**config.mk**
```make
export PLATFORM = sky130hd
export DESIGN_NAME = safety_cl_periph
export DESIGN_NICKNAME = d
export VERILOG_FILES = /design/src/safety_cl_periph_pkg.sv /design/src/safety_cl_periph.sv /design/src/cl_intc.sv /design/src/bus_err_unit.sv /design/src/cl_reg_demux.sv /design/src/err_fifo.sv
export SDC_FILE = /design/constraint.sdc
export NUM_CORES = 1
export LEC_CHECK = 0
export BUFFER_PORTS_ARGS = -buffer_cell sky130_fd_sc_hd__buf_2
export CORE_MARGIN = 2
export CORE_UTILIZATION = 30
export DETAILED_ROUTE_END_ITERATION = 10
export SYNTH_ARGS = -nofsm -noshare
export SYNTH_HDL_FRONTEND = slang
export SYNTH_SLANG_ARGS = --single-unit
```
**constraint.sdc**
```tcl
create_clock -name clk_i -period 3.2 [get_ports clk_i]
set_clock_uncertainty 0.05 [all_clocks]
set_input_delay 0.32 -clock clk_i [delete_from_list [all_inputs] [get_ports clk_i]]
set_output_delay 0.32 -clock clk_i [all_outputs]
set_load 0.005 [all_outputs]
```
**src/safety_cl_periph_pkg.sv**
```systemverilog
/*
  Shared definitions of the core-local peripheral block: widths, address map,
  register offsets, slave enumeration and the packed bus structs
*/
package safety_cl_periph_pkg;

  localparam int unsigned AddrWidth     = 32;
  localparam int unsigned DataWidth     = 32;
  localparam int unsigned NumBusErrBits = 2;

  // Interrupt sources: external, timer, then one per error unit
  localparam int unsigned NumExtIrqs   = 8;
  localparam int unsigned NumTimerIrqs = 2;
  localparam int unsigned NumIntrSrc   = 13;

  localparam int unsigned NumOutstanding  = 2;
  localparam int unsigned NumStoredErrors = 4;
  localparam int unsigned ErrCntWidth     = $clog2(NumStoredErrors) + 1;

  localparam logic [DataWidth-1:0] ErrRespVal = 32'hBADCAB1E;

  // Address map
  localparam logic [AddrWidth-1:0] PeriphBaseAddr  = 32'h0020_0000;
  localparam logic [AddrWidth-1:0] IntcOffset      = 32'h0000;
  localparam logic [AddrWidth-1:0] InstrErrOffset  = 32'h1000;
  localparam logic [AddrWidth-1:0] DataErrOffset   = 32'h1100;
  localparam logic [AddrWidth-1:0] ShadowErrOffset = 32'h1200;
  localparam logic [AddrWidth-1:0] PeriphWindow    = 32'h100;

  typedef enum logic [1:0] {
    IdxIntc,
    IdxInstrErr,
    IdxDataErr,
    IdxShadowErr
  } periph_idx_e;

  localparam int unsigned NumPeriphs = 4;

  // Window offsets in periph_idx_e order
  localparam logic [NumPeriphs-1:0][AddrWidth-1:0] PeriphOffsets = {
    ShadowErrOffset, DataErrOffset, InstrErrOffset, IntcOffset
  };

  // Register offsets inside a window
  localparam int unsigned RegOffsetWidth = $clog2(PeriphWindow);

  localparam logic [RegOffsetWidth-1:0] RegIntcEnable  = 8'h00;
  localparam logic [RegOffsetWidth-1:0] RegIntcPending = 8'h04;

  localparam logic [RegOffsetWidth-1:0] RegErrStatus = 8'h00;
  localparam logic [RegOffsetWidth-1:0] RegErrAddr   = 8'h04;
  localparam logic [RegOffsetWidth-1:0] RegErrCode   = 8'h08;
  localparam logic [RegOffsetWidth-1:0] RegErrPop    = 8'h0C;

  typedef struct packed {
    logic                 valid;
    logic                 write;
    logic [AddrWidth-1:0] addr;
    logic [DataWidth-1:0] wdata;
  } reg_req_t;

  typedef struct packed {
    logic                 valid;
    logic                 error;
    logic [DataWidth-1:0] rdata;
  } reg_rsp_t;

  typedef struct packed {
    logic                     req;
    logic                     gnt;
    logic                     rvalid;
    logic [AddrWidth-1:0]     addr;
    logic [NumBusErrBits-1:0] err;
  } obi_mon_t;

  typedef struct packed {
    logic [AddrWidth-1:0]     addr;
    logic [NumBusErrBits-1:0] err;
  } err_entry_t;

  typedef logic [3:0] irq_id_t;

endpackage
```
**src/safety_cl_periph.sv**
```systemverilog
/*
  Core-local peripheral subsystem: register demux, three bus error units
  and the interrupt controller
*/
`timescale 1ns/1ps

module safety_cl_periph (
  input  logic                                          clk_i,
  input  logic                                          reset_i,

  input  safety_cl_periph_pkg::reg_req_t                reg_req_i,
  output safety_cl_periph_pkg::reg_rsp_t                reg_rsp_o,

  input  safety_cl_periph_pkg::obi_mon_t                instr_mon_i,
  input  safety_cl_periph_pkg::obi_mon_t                data_mon_i,
  input  safety_cl_periph_pkg::obi_mon_t                shadow_mon_i,

  input  logic [safety_cl_periph_pkg::NumExtIrqs-1:0]   irqs_i,
  input  logic [safety_cl_periph_pkg::NumTimerIrqs-1:0] timer_irqs_i,

  output logic                                          irq_valid_o,
  output safety_cl_periph_pkg::irq_id_t                 irq_id_o,
  input  logic                                          irq_ready_i
);

  safety_cl_periph_pkg::reg_req_t [safety_cl_periph_pkg::NumPeriphs-1:0] periph_req;
  safety_cl_periph_pkg::reg_rsp_t [safety_cl_periph_pkg::NumPeriphs-1:0] periph_rsp;

  // Instruction, data, shadow
  safety_cl_periph_pkg::obi_mon_t [2:0]        bus_mon;
  logic [2:0]                                  bus_err_irq;
  logic [safety_cl_periph_pkg::NumIntrSrc-1:0] intr_src;

  cl_reg_demux i_reg_demux (
    .clk_i,
    .reset_i,
    .in_req_i  ( reg_req_i  ),
    .in_rsp_o  ( reg_rsp_o  ),
    .out_req_o ( periph_req ),
    .out_rsp_i ( periph_rsp )
  );

  assign bus_mon = {shadow_mon_i, data_mon_i, instr_mon_i};

  for (genvar g = 0; g < 3; g++) begin : gen_bus_err
    localparam int unsigned Idx = int'(safety_cl_periph_pkg::IdxInstrErr) + g;

    bus_err_unit i_bus_err_unit (
      .clk_i,
      .reset_i,
      .mon_i     ( bus_mon[g]      ),
      .reg_req_i ( periph_req[Idx] ),
      .reg_rsp_o ( periph_rsp[Idx] ),
      .err_irq_o ( bus_err_irq[g]  )
    );
  end

  // Sources 0-7 external, 8-9 timer, 10-12 bus errors
  assign intr_src = {bus_err_irq, timer_irqs_i, irqs_i};

  cl_intc i_intc (
    .clk_i,
    .reset_i,
    .intr_src_i  ( intr_src                                   ),
    .reg_req_i   ( periph_req[safety_cl_periph_pkg::IdxIntc] ),
    .reg_rsp_o   ( periph_rsp[safety_cl_periph_pkg::IdxIntc] ),
    .irq_valid_o,
    .irq_id_o,
    .irq_ready_i
  );

endmodule

```
**src/cl_intc.sv**
```systemverilog
/*
  Simplified interrupt controller: enable and pending registers,
  highest-numbered source wins, valid/ready notification to the core
*/
`timescale 1ns/1ps

module cl_intc (
  input  logic                                        clk_i,
  input  logic                                        reset_i,
  input  logic [safety_cl_periph_pkg::NumIntrSrc-1:0] intr_src_i,
  input  safety_cl_periph_pkg::reg_req_t              reg_req_i,
  output safety_cl_periph_pkg::reg_rsp_t              reg_rsp_o,
  output logic                                        irq_valid_o,
  output safety_cl_periph_pkg::irq_id_t               irq_id_o,
  input  logic                                        irq_ready_i
);

  logic [safety_cl_periph_pkg::NumIntrSrc-1:0] enable_q;
  logic [safety_cl_periph_pkg::NumIntrSrc-1:0] pending_q;
  logic [safety_cl_periph_pkg::NumIntrSrc-1:0] clr_mask;
  logic [safety_cl_periph_pkg::NumIntrSrc-1:0] candidates;
  logic [safety_cl_periph_pkg::RegOffsetWidth-1:0] offset;
  logic                                        enable_wr;
  logic                                        pending_wr;
  logic                                        ack;
  logic                                        irq_valid_q;
  safety_cl_periph_pkg::irq_id_t               irq_id_d;
  safety_cl_periph_pkg::irq_id_t               irq_id_q;
  logic [safety_cl_periph_pkg::DataWidth-1:0]  rdata_d;
  safety_cl_periph_pkg::reg_rsp_t              rsp_q;

  assign offset     = reg_req_i.addr[safety_cl_periph_pkg::RegOffsetWidth-1:0];
  assign enable_wr  = reg_req_i.valid & reg_req_i.write &
                      (offset == safety_cl_periph_pkg::RegIntcEnable);
  assign pending_wr = reg_req_i.valid & reg_req_i.write &
                      (offset == safety_cl_periph_pkg::RegIntcPending);
  assign ack        = irq_valid_q & irq_ready_i;

  // Acknowledged id and write-one-to-clear bits
  always_comb begin
    clr_mask = '0;
    if (ack) begin
      clr_mask[irq_id_q] = 1'b1;
    end
    if (pending_wr) begin
      clr_mask = clr_mask | reg_req_i.wdata[safety_cl_periph_pkg::NumIntrSrc-1:0];
    end
  end

  assign candidates = pending_q & enable_q & ~clr_mask;

  always_comb begin
    irq_id_d = '0;
    for (int i = 0; i < safety_cl_periph_pkg::NumIntrSrc; i++) begin
      if (candidates[i]) begin
        irq_id_d = safety_cl_periph_pkg::irq_id_t'(i);
      end
    end
  end

  always_ff @(posedge clk_i) begin
    if (reset_i) begin
      enable_q    <= '0;
      pending_q   <= '0;
      irq_valid_q <= 1'b0;
      irq_id_q    <= '0;
    end else begin
      if (enable_wr) begin
        enable_q <= reg_req_i.wdata[safety_cl_periph_pkg::NumIntrSrc-1:0];
      end
      pending_q   <= (pending_q | intr_src_i) & ~clr_mask;
      // One idle cycle after every acknowledge
      irq_valid_q <= (|candidates) & ~ack;
      irq_id_q    <= irq_id_d;
    end
  end

  assign irq_valid_o = irq_valid_q;
  assign irq_id_o    = irq_id_q;

  always_comb begin
    rdata_d = '0;
    if (!reg_req_i.write) begin
      case (offset)
        safety_cl_periph_pkg::RegIntcEnable:  rdata_d = 32'(enable_q);
        safety_cl_periph_pkg::RegIntcPending: rdata_d = 32'(pending_q);
        default:                              rdata_d = '0;
      endcase
    end
  end

  always_ff @(posedge clk_i) begin
    if (reset_i) begin
      rsp_q.valid <= 1'b0;
    end else begin
      rsp_q.valid <= reg_req_i.valid;
    end
    rsp_q.error <= 1'b0;
    rsp_q.rdata <= rdata_d;
  end

  assign reg_rsp_o = rsp_q;

endmodule

```
**src/bus_err_unit.sv**
```systemverilog
/*
  Bus error unit: tracks outstanding addresses of one monitored bus,
  stores failed transactions and serves them through a register window
*/
`timescale 1ns/1ps

module bus_err_unit (
  input  logic                           clk_i,
  input  logic                           reset_i,
  input  safety_cl_periph_pkg::obi_mon_t mon_i,
  input  safety_cl_periph_pkg::reg_req_t reg_req_i,
  output safety_cl_periph_pkg::reg_rsp_t reg_rsp_o,
  output logic                           err_irq_o
);

  logic [safety_cl_periph_pkg::AddrWidth-1:0]   outst_addr;
  logic                                         outst_empty;
  safety_cl_periph_pkg::err_entry_t             new_err;
  safety_cl_periph_pkg::err_entry_t             head_err;
  logic                                         err_push;
  logic                                         err_pop;
  logic                                         err_empty;
  logic                                         err_full;
  logic [safety_cl_periph_pkg::ErrCntWidth-1:0] err_count;
  logic                                         overflow_q;
  logic [safety_cl_periph_pkg::RegOffsetWidth-1:0] offset;
  logic [safety_cl_periph_pkg::DataWidth-1:0]   rdata_d;
  safety_cl_periph_pkg::reg_rsp_t               rsp_q;

  err_fifo #(
    .Depth   ( safety_cl_periph_pkg::NumOutstanding       ),
    .entry_t ( logic [safety_cl_periph_pkg::AddrWidth-1:0] )
  ) i_outst_fifo (
    .clk_i,
    .reset_i,
    .push_i  ( mon_i.req & mon_i.gnt ),
    .data_i  ( mon_i.addr            ),
    .pop_i   ( mon_i.rvalid          ),
    .data_o  ( outst_addr            ),
    .empty_o ( outst_empty           ),
    .full_o  (                       ),
    .count_o (                       )
  );

  // Orphan responses are logged at address zero
  assign new_err.addr = outst_empty ? '0 : outst_addr;
  assign new_err.err  = mon_i.err;
  assign err_push     = mon_i.rvalid & (|mon_i.err);

  assign offset  = reg_req_i.addr[safety_cl_periph_pkg::RegOffsetWidth-1:0];
  assign err_pop = reg_req_i.valid & reg_req_i.write & (offset == safety_cl_periph_pkg::RegErrPop);

  err_fifo #(
    .Depth   ( safety_cl_periph_pkg::NumStoredErrors ),
    .entry_t ( safety_cl_periph_pkg::err_entry_t    )
  ) i_err_fifo (
    .clk_i,
    .reset_i,
    .push_i  ( err_push  ),
    .data_i  ( new_err   ),
    .pop_i   ( err_pop   ),
    .data_o  ( head_err  ),
    .empty_o ( err_empty ),
    .full_o  ( err_full  ),
    .count_o ( err_count )
  );

  assign err_irq_o = ~err_empty;

  // Sticky until software writes the status register
  always_ff @(posedge clk_i) begin
    if (reset_i) begin
      overflow_q <= 1'b0;
    end else if (err_push && err_full) begin
      overflow_q <= 1'b1;
    end else if (reg_req_i.valid && reg_req_i.write &&
                 offset == safety_cl_periph_pkg::RegErrStatus) begin
      overflow_q <= 1'b0;
    end
  end

  always_comb begin
    rdata_d = '0;
    if (!reg_req_i.write) begin
      case (offset)
        safety_cl_periph_pkg::RegErrStatus: begin
          rdata_d[safety_cl_periph_pkg::DataWidth-1]     = overflow_q;
          rdata_d[safety_cl_periph_pkg::ErrCntWidth-1:0] = err_count;
        end
        safety_cl_periph_pkg::RegErrAddr: rdata_d = head_err.addr;
        safety_cl_periph_pkg::RegErrCode: begin
          rdata_d[safety_cl_periph_pkg::NumBusErrBits-1:0] = head_err.err;
        end
        default: rdata_d = '0;
      endcase
    end
  end

  always_ff @(posedge clk_i) begin
    if (reset_i) begin
      rsp_q.valid <= 1'b0;
    end else begin
      rsp_q.valid <= reg_req_i.valid;
    end
    rsp_q.error <= 1'b0;
    rsp_q.rdata <= rdata_d;
  end

  assign reg_rsp_o = rsp_q;

endmodule

```
**src/cl_reg_demux.sv**
```systemverilog
/*
  Register bus demultiplexer: address decode over the peripheral windows,
  request fan-out and response return, error word for unmapped addresses
*/
`timescale 1ns/1ps

module cl_reg_demux (
  input  logic                         clk_i,
  input  logic                         reset_i,

  input  safety_cl_periph_pkg::reg_req_t in_req_i,
  output safety_cl_periph_pkg::reg_rsp_t in_rsp_o,

  output safety_cl_periph_pkg::reg_req_t [safety_cl_periph_pkg::NumPeriphs-1:0] out_req_o,
  input  safety_cl_periph_pkg::reg_rsp_t [safety_cl_periph_pkg::NumPeriphs-1:0] out_rsp_i
);

  logic                              hit;
  safety_cl_periph_pkg::periph_idx_e sel_d;
  safety_cl_periph_pkg::periph_idx_e sel_q;
  logic                              miss_q;

  always_comb begin
    logic [safety_cl_periph_pkg::AddrWidth-1:0] base;
    hit   = 1'b0;
    sel_d = safety_cl_periph_pkg::IdxIntc;
    for (int i = 0; i < safety_cl_periph_pkg::NumPeriphs; i++) begin
      base = safety_cl_periph_pkg::PeriphBaseAddr + safety_cl_periph_pkg::PeriphOffsets[i];
      if (in_req_i.addr >= base &&
          in_req_i.addr < base + safety_cl_periph_pkg::PeriphWindow) begin
        hit   = 1'b1;
        sel_d = safety_cl_periph_pkg::periph_idx_e'(i);
      end
    end
  end

  // Strobe only the selected slave
  always_comb begin
    for (int i = 0; i < safety_cl_periph_pkg::NumPeriphs; i++) begin
      out_req_o[i]       = in_req_i;
      out_req_o[i].valid = in_req_i.valid & hit & (sel_d == i[1:0]);
    end
  end

  // Remember where the next cycle's response comes from
  always_ff @(posedge clk_i) begin
    if (reset_i) begin
      sel_q  <= safety_cl_periph_pkg::IdxIntc;
      miss_q <= 1'b0;
    end else begin
      miss_q <= in_req_i.valid & ~hit;
      if (in_req_i.valid && hit) begin
        sel_q <= sel_d;
      end
    end
  end

  always_comb begin
    if (miss_q) begin
      in_rsp_o.valid = 1'b1;
      in_rsp_o.error = 1'b1;
      in_rsp_o.rdata = safety_cl_periph_pkg::ErrRespVal;
    end else begin
      in_rsp_o = out_rsp_i[sel_q];
    end
  end

endmodule

```
**src/err_fifo.sv**
```systemverilog
/*
  Small synchronous FIFO with a type-parameterized entry
  and a first-word-through head
*/
`timescale 1ns/1ps

module err_fifo #(
  parameter int unsigned Depth   = 2,
  parameter type         entry_t = logic
) (
  input  logic                   clk_i,
  input  logic                   reset_i,
  input  logic                   push_i,
  input  entry_t                 data_i,
  input  logic                   pop_i,
  output entry_t                 data_o,
  output logic                   empty_o,
  output logic                   full_o,
  output logic [$clog2(Depth):0] count_o
);

  localparam int unsigned PtrWidth   = (Depth > 1) ? $clog2(Depth) : 1;
  localparam int unsigned CountWidth = $clog2(Depth) + 1;

  entry_t                mem [Depth];
  logic [PtrWidth-1:0]   wr_ptr_q;
  logic [PtrWidth-1:0]   rd_ptr_q;
  logic [CountWidth-1:0] count_q;
  logic                  push_en;
  logic                  pop_en;

  function automatic logic [PtrWidth-1:0] next_ptr(input logic [PtrWidth-1:0] ptr);
    if (ptr == PtrWidth'(Depth - 1)) begin
      return '0;
    end
    return ptr + 1'b1;
  endfunction

  assign empty_o = (count_q == '0);
  assign full_o  = (count_q == CountWidth'(Depth));
  assign count_o = count_q;
  assign data_o  = mem[rd_ptr_q];

  // Push when full and pop when empty are dropped
  assign push_en = push_i & ~full_o;
  assign pop_en  = pop_i & ~empty_o;

  always_ff @(posedge clk_i) begin
    if (reset_i) begin
      wr_ptr_q <= '0;
      rd_ptr_q <= '0;
      count_q  <= '0;
    end else begin
      if (push_en) begin
        wr_ptr_q <= next_ptr(wr_ptr_q);
      end
      if (pop_en) begin
        rd_ptr_q <= next_ptr(rd_ptr_q);
      end
      if (push_en != pop_en) begin
        count_q <= push_en ? count_q + 1'b1 : count_q - 1'b1;
      end
    end
  end

  always_ff @(posedge clk_i) begin
    if (push_en) begin
      mem[wr_ptr_q] <= data_i;
    end
  end

endmodule

```
# [After elaboration in Yosys (flattened, before gate mapping)]
# Memories as Yosys holds them, arrays and structs flattened. A register that Yosys moved wholly into a read port is not among the register bits.
# Cells that the tools add are included.
[totals] register_bits=202 ram_bits=600 input_bits=190 elab_cells=327 memories=6
[memory_table] name="gen_bus_err[0].i_bus_err_unit.i_err_fifo.mem" words=4 width=34 rd=1 rd_clocked_by_memory_dff=1 write_ports=1 line="err_fifo.sv:25" text="entry_t mem [Depth];"
[memory_table] name="gen_bus_err[1].i_bus_err_unit.i_err_fifo.mem" words=4 width=34 rd=1 rd_clocked_by_memory_dff=1 write_ports=1 line="err_fifo.sv:25"
[memory_table] name="gen_bus_err[2].i_bus_err_unit.i_err_fifo.mem" words=4 width=34 rd=1 rd_clocked_by_memory_dff=1 write_ports=1 line="err_fifo.sv:25"
[memory_table] name="gen_bus_err[0].i_bus_err_unit.i_outst_fifo.mem" words=2 width=32 rd=1 rd_clocked_by_memory_dff=1 write_ports=1 line="err_fifo.sv:25"
[memory_table] name="gen_bus_err[1].i_bus_err_unit.i_outst_fifo.mem" words=2 width=32 rd=1 rd_clocked_by_memory_dff=1 write_ports=1 line="err_fifo.sv:25"
[memory_table] name="gen_bus_err[2].i_bus_err_unit.i_outst_fifo.mem" words=2 width=32 rd=1 rd_clocked_by_memory_dff=1 write_ports=1 line="err_fifo.sv:25"
[op_classes] n_addsub=24 magnitude_cmp=11 n_eq_ne=24 n_mux=135 bitwise_logic=56 reduce_logical=32
[op_table] op="$ge A32 B22 Y1 const B" count=4
[op_table] op="$lt A32 B22 Y1 const B" count=4
[op_table] op="$mux W32" count=3
[op_table] op="$mux W1" count=79
[op_table] op="$bmux W34 S2" count=1
[op_table] op="$mux W34" count=2
[op_table] op="$mux W2" count=25
[op_table] op="$and A13 B13 Y13" count=3
[op_table] op="$and A1 B1 Y1" count=35
[op_table] op="$mux W13" count=2
[op_table] op="$or A13 B13 Y13" count=2
[op_table] op="$pmux W13 S2" count=1
[op_table] op="$eq A2 B2 Y1 const B" count=11
[op_table] op="$mux W3" count=7
[op_table] op="$mux W4" count=5
[op_table] op="$add A2 B1 Y2 const B" count=9
[op_table] op="$pmux W2 S3" count=3
[op_table] op="$eq A8 B4 Y1 const B" count=2
[op_table] op="$logic_and A1 B1 Y1" count=15
[op_table] op="$not A1 Y1" count=15
[op_table] op="$not A13 Y13" count=1
[op_table] op="$reduce_or A13 Y1" count=1
[op_table] op="$pmux W1 S2" count=6
[op_table] op="$reduce_or A2 Y1" count=5
[op_table] op="other kinds (16)" count=41

# [Logic depth before layout (Yosys ltp)]
[depth] depth_word=25 ltp_mapped=10 depth_no_buf=8

# [Hierarchy]
# A second synthesis with hierarchy kept.
[unflattened] hier_cells=2126 hier_area_um2=33724.8
[modules_own_cells] mod="err_fifo (gen_bus_err[0].i_bus_err_unit.i_err_fifo ...)" instances=3 cells_each=243 area_per_inst_um2=5521.5
[modules_own_cells] mod="err_fifo (gen_bus_err[0].i_bus_err_unit.i_outst_fifo ...)" instances=3 cells_each=127 area_per_inst_um2=2529.9
[modules_own_cells] mod="bus_err_unit" instances=3 cells_each=132 area_per_inst_um2=1340.0
[modules_own_cells] mod="cl_reg_demux" instances=1 cells_each=379 area_per_inst_um2=3415.8
[modules_own_cells] mod="cl_intc" instances=1 cells_each=241 area_per_inst_um2=2134.5

# [Worst setup path before layout]
# OpenSTA, ideal clock, no wires.
[synth_path] kind="register to register" from="register gen_bus_err[0].i_bus_err_unit.i_outst_fifo.count_q[0]" to="memory gen_bus_err[0].i_bus_err_unit.i_outst_fifo.mem[0][0] in the netlist's numbering (enable)" arrival_time_ns=2.189 t_required_ns=2.725 setup_slack_ns=0.536 path_stages_with_launch=4 period_less_slack_ns=2.664 path_cell_list="dfxtp_1 > nand2b_1 > nor2b_1 > nor2b_1"
[synth_via] elab_chain_len=5
[synth_rtl] item="start: declaration" line="err_fifo.sv:28" text="logic [CountWidth-1:0] count_q;"
[synth_rtl] item="start signal: assignment" line="err_fifo.sv:61" text="count_q <= push_en ? count_q + 1'b1 : count_q - 1'b1;"
[synth_rtl] item="$eq A2 B2 Y1" line="err_fifo.sv:40" text="assign full_o = (count_q == CountWidth'(Depth));"
[synth_rtl] item="$not A1 Y1" line="err_fifo.sv:45" text="assign push_en = push_i & ~full_o;"
[synth_rtl] item="$and A1 B1 Y1" line="err_fifo.sv:45"
[synth_rtl] item="$mux W1" line="err_fifo.sv:67" text="if (push_en) begin"
[synth_rtl] item="$mux W1 (implied by the code)" line="err_fifo.sv:68" text="mem[wr_ptr_q] <= data_i;"
[synth_rtl] item="end: declaration" line="err_fifo.sv:25"
# No other way between the ends.

==> results.ini <==
[status]
status=finished, final reports clean

[yosys]
synth_async_sr_flop_share_pct=0
synth-edff-count=600
synth_top_area_cell=edfxtp_1
ys.flop_type=edfxtp_1
syn_area_per_cell_sq_um=16.7
synth_cell_types=64
syn_area_sq_um=30100
synthCells=1806
ys_seq_area_share_pct=72.6
synth_seq_cells=792
synth.net_count=2014
yosys_warnings=0
synth_top_area_share_pct=59.8
synth_area_leaders=edfxtp_1 (60%), dfxtp_1 (13%), mux4_2 (8.7%)

[die]
die_x_um=321
initial_core_util_pct=30.1
boundaryPins=229
core.rowCount=116
core_sq_um=99900
dieArea_sq_um=103000
fp.dieH_um=321

[clock_network]
cts_sinks=792
clk_pin_slew_ns=0.06
cts_root_buf=clkbuf_16
cts_tree=yes
clkLatencyLatePin_ns=0.64
cts_htree_levels=3
post_cts_buffers=0
clockBufferDepth=3
cts_buffers=84

[hold_path]
hold_path_class=in -> reg
hold_depth=3
hp-start=reg_req_i[65]
min_to=gen_bus_err[0].i_bus_err_unit.reg_rsp_o[33]

[final_layout]
final_cell_mix=edfxtp_1 (600), buf_2 (208), nor2_1 (196)
fill_cells=9297
layout_commonest_cell=edfxtp_1
final_nets=2393
drive_above_1_share_pct=24.7
areaGrowthSynthToFinish_pct=22.8

[sta]
layout_setup_ws_ns=0.265
final_max_slew_viol_count=0
max_freq_mhz=341
finalSetupViolCount=0
period_share_pct=91.7
relSlewSlack_pct=32.5
setup_tns_ns=0
layout_min_cycle_time_ns=2.93
tightest_slew_ns=1.01
rsz0062_at_grt=false
finalHoldViolations=0

[drt]
drc=0
routed_wl_mm=71.0
wl_per_cell_um=20.0
vias=16700
postRouteAntennaNets=0
dr.pass1.iters=6
viasPerCell=4.70
drt_iter0_markers=1470

[pwr]
pwr-share-seq_pct=51.6
p_comb_share_pct=5.6
internal_power_uw=17600
pwr-share-clk_pct=42.8
power.leakage_uw=0.0130
sw_frac_of_total_pct=21.6
peakVddDrop_v=0.000393
p_sw_uw=4870
p_per_area_nw_per_um2=608

[global_route]
grt_pass1_wl_mm=106
grt_pass1_vias=17200
grt_overflow=0
grt_max_degree=85
grt_antenna_before_repair=8
track_usage_pct=13.7

[place]
port_buffers=209
place_ws_ns=0.221
dp_hpwl_mm=47.9
place.gp.congestion=0.816

[job]
drv_cap=0

[setup_path]
start_kind=flop
cp_max_fo=17
r2r_setup_slack_ns=0.61
end_kind=primary output
r2r_cells=8
cp.required_ns=2.83
crit_arrival_ns=2.56
path_class=reg -> out

worst max-delay path by stage:
| stage | endpoint | from |
|---|---|---|
| global placement | flop | reg_req_i[57] |
| global route | reg_rsp_o[30] | i_reg_demux.sel_q[0] |
| floorplan | flop | flop |
| CTS | reg_rsp_o[30] | i_reg_demux.sel_q[0] |
| detailed placement | flop | reg_req_i[57] |
| finish | reg_rsp_o[16] | i_reg_demux.sel_q[0] |
Yosys cell counts, drive strengths merged (9+ instances only):
master / count
mux4: 116
clkbuf: 70
nand2: 58
o21ai: 13
nor2b: 15
a21oi: 52
nor2: 199
or4: 9
mux2i: 134
inv: 12
a22oi: 9
a221o: 12
edfxtp: 600
ha: 15
nor3: 21
nand3: 16
and2: 20
xnor2: 9
mux2: 19
and3: 88
dfxtp: 192
or2: 11
buf: 31
per-stage QoR:
step | instance area (sq um) | cells | utilization, % | hold slack, ns | power (uW)
2_1_floorplan | 30100 | 1806 | - | 0.359 | 12400
3_3_place_gp | 32800 | 3259 | 32.9 | 0.403 | 12900
3_5_place_dp | 32800 | 3259 | 32.9 | 0.410 | 13000
4_1_cts | 37000 | 3555 | 37.0 | 0.00182 | 22800
5_1_grt | 37000 | 3556 | 37.0 | 0.0252 | 23300
6_report | 37000 | 3557 | 37.0 | 0.0487 | 22500
cell families (layout without fill, tap and decap cells):
group,after synthesis,count (layout),synth area share (%)
AND/OR/NAND/NOR,476,476,8.11
AO/OA/AOI/OAI,126,126,2.82
other,0,2,0
buffers and inverters,113,564,1.44
multiplexers,269,269,13.8
adder cells (fa/ha/maj),18,18,0.823
XOR/XNOR,12,12,0.349
flip-flops,792,792,72.6
what timing repair did:
item / in CTS / in global routing
resized for setup: 1 / 0
hold buffers: 138 / 0
endpoints found under the setup margin: 2 / 0
endpoints found under the hold margin: 249 / 0
registers in the layout, summed over array words and instances, names as in the netlist, named ones only:
register	flops
gen_bus_err.i_bus_err_unit.i_err_fifo.mem	408
gen_bus_err.i_bus_err_unit.i_err_fifo.rd_ptr_q	6
i_intc.enable_q	13
gen_bus_err.i_bus_err_unit.i_err_fifo.wr_ptr_q	6
i_intc.irq_id_o	4
gen_bus_err.i_bus_err_unit.i_outst_fifo.count_o	6
i_reg_demux.sel_q	2
gen_bus_err.i_bus_err_unit.i_outst_fifo.mem	192
gen_bus_err.i_bus_err_unit.overflow_q	3
i_intc.pending_q	13
i_intc.reg_rsp_o	14
i_reg_demux.miss_q	1
i_intc.irq_valid_o	1
gen_bus_err.i_bus_err_unit.reg_rsp_o	99
gen_bus_err.i_bus_err_unit.i_outst_fifo.wr_ptr_q	3
gen_bus_err.i_bus_err_unit.i_outst_fifo.rd_ptr_q	3
gen_bus_err.i_bus_err_unit.i_err_fifo.count_o	9
critical path, stage by stage, from the launching register on:
cell and delay, ns:
dfxtp_2 0.50, nor2b_2 0.45, buf_4 0.28, a22oi_1 0.10
nor2_1 0.37, buf_2 0.21
power groups by stage:
stage                     sequential, uW  clock (uW)  combinational (uW)
final                              11600        9630                1260
after global routing               11600       10300                1380
after CTS                          11600        9900                1280
after detailed placement           11800           0                1130
after global placement             11800           0                1100
after floorplan                    11700           0                 666
area by class of cell:
class / instances / area [sq um] / area share (%)
Timing Repair Buffer: 394 / 2820 / 7.63
Tap cell: 1298 / 1620 / 4.39
Sequential cell: 792 / 21900 / 59.2
Clock buffer: 117 / 2330 / 6.30
Clock inverter: 41 / 440 / 1.19
Antenna cell: 2 / 5.00 / 0.0135
Inverter: 12 / 45.0 / 0.122
Multi-Input combinational cell: 901 / 7830 / 21.2
per-layer routing:
metal,track usage (%),vias to the layer above,routed length (um)
met3,2.99,94,4780
met5,0,-,14
met1,18.2,8423,30700
li1,-,7703,-
met4,3.61,2,1340
met2,22.7,504,34200
(Power assumes the default switching activity.)
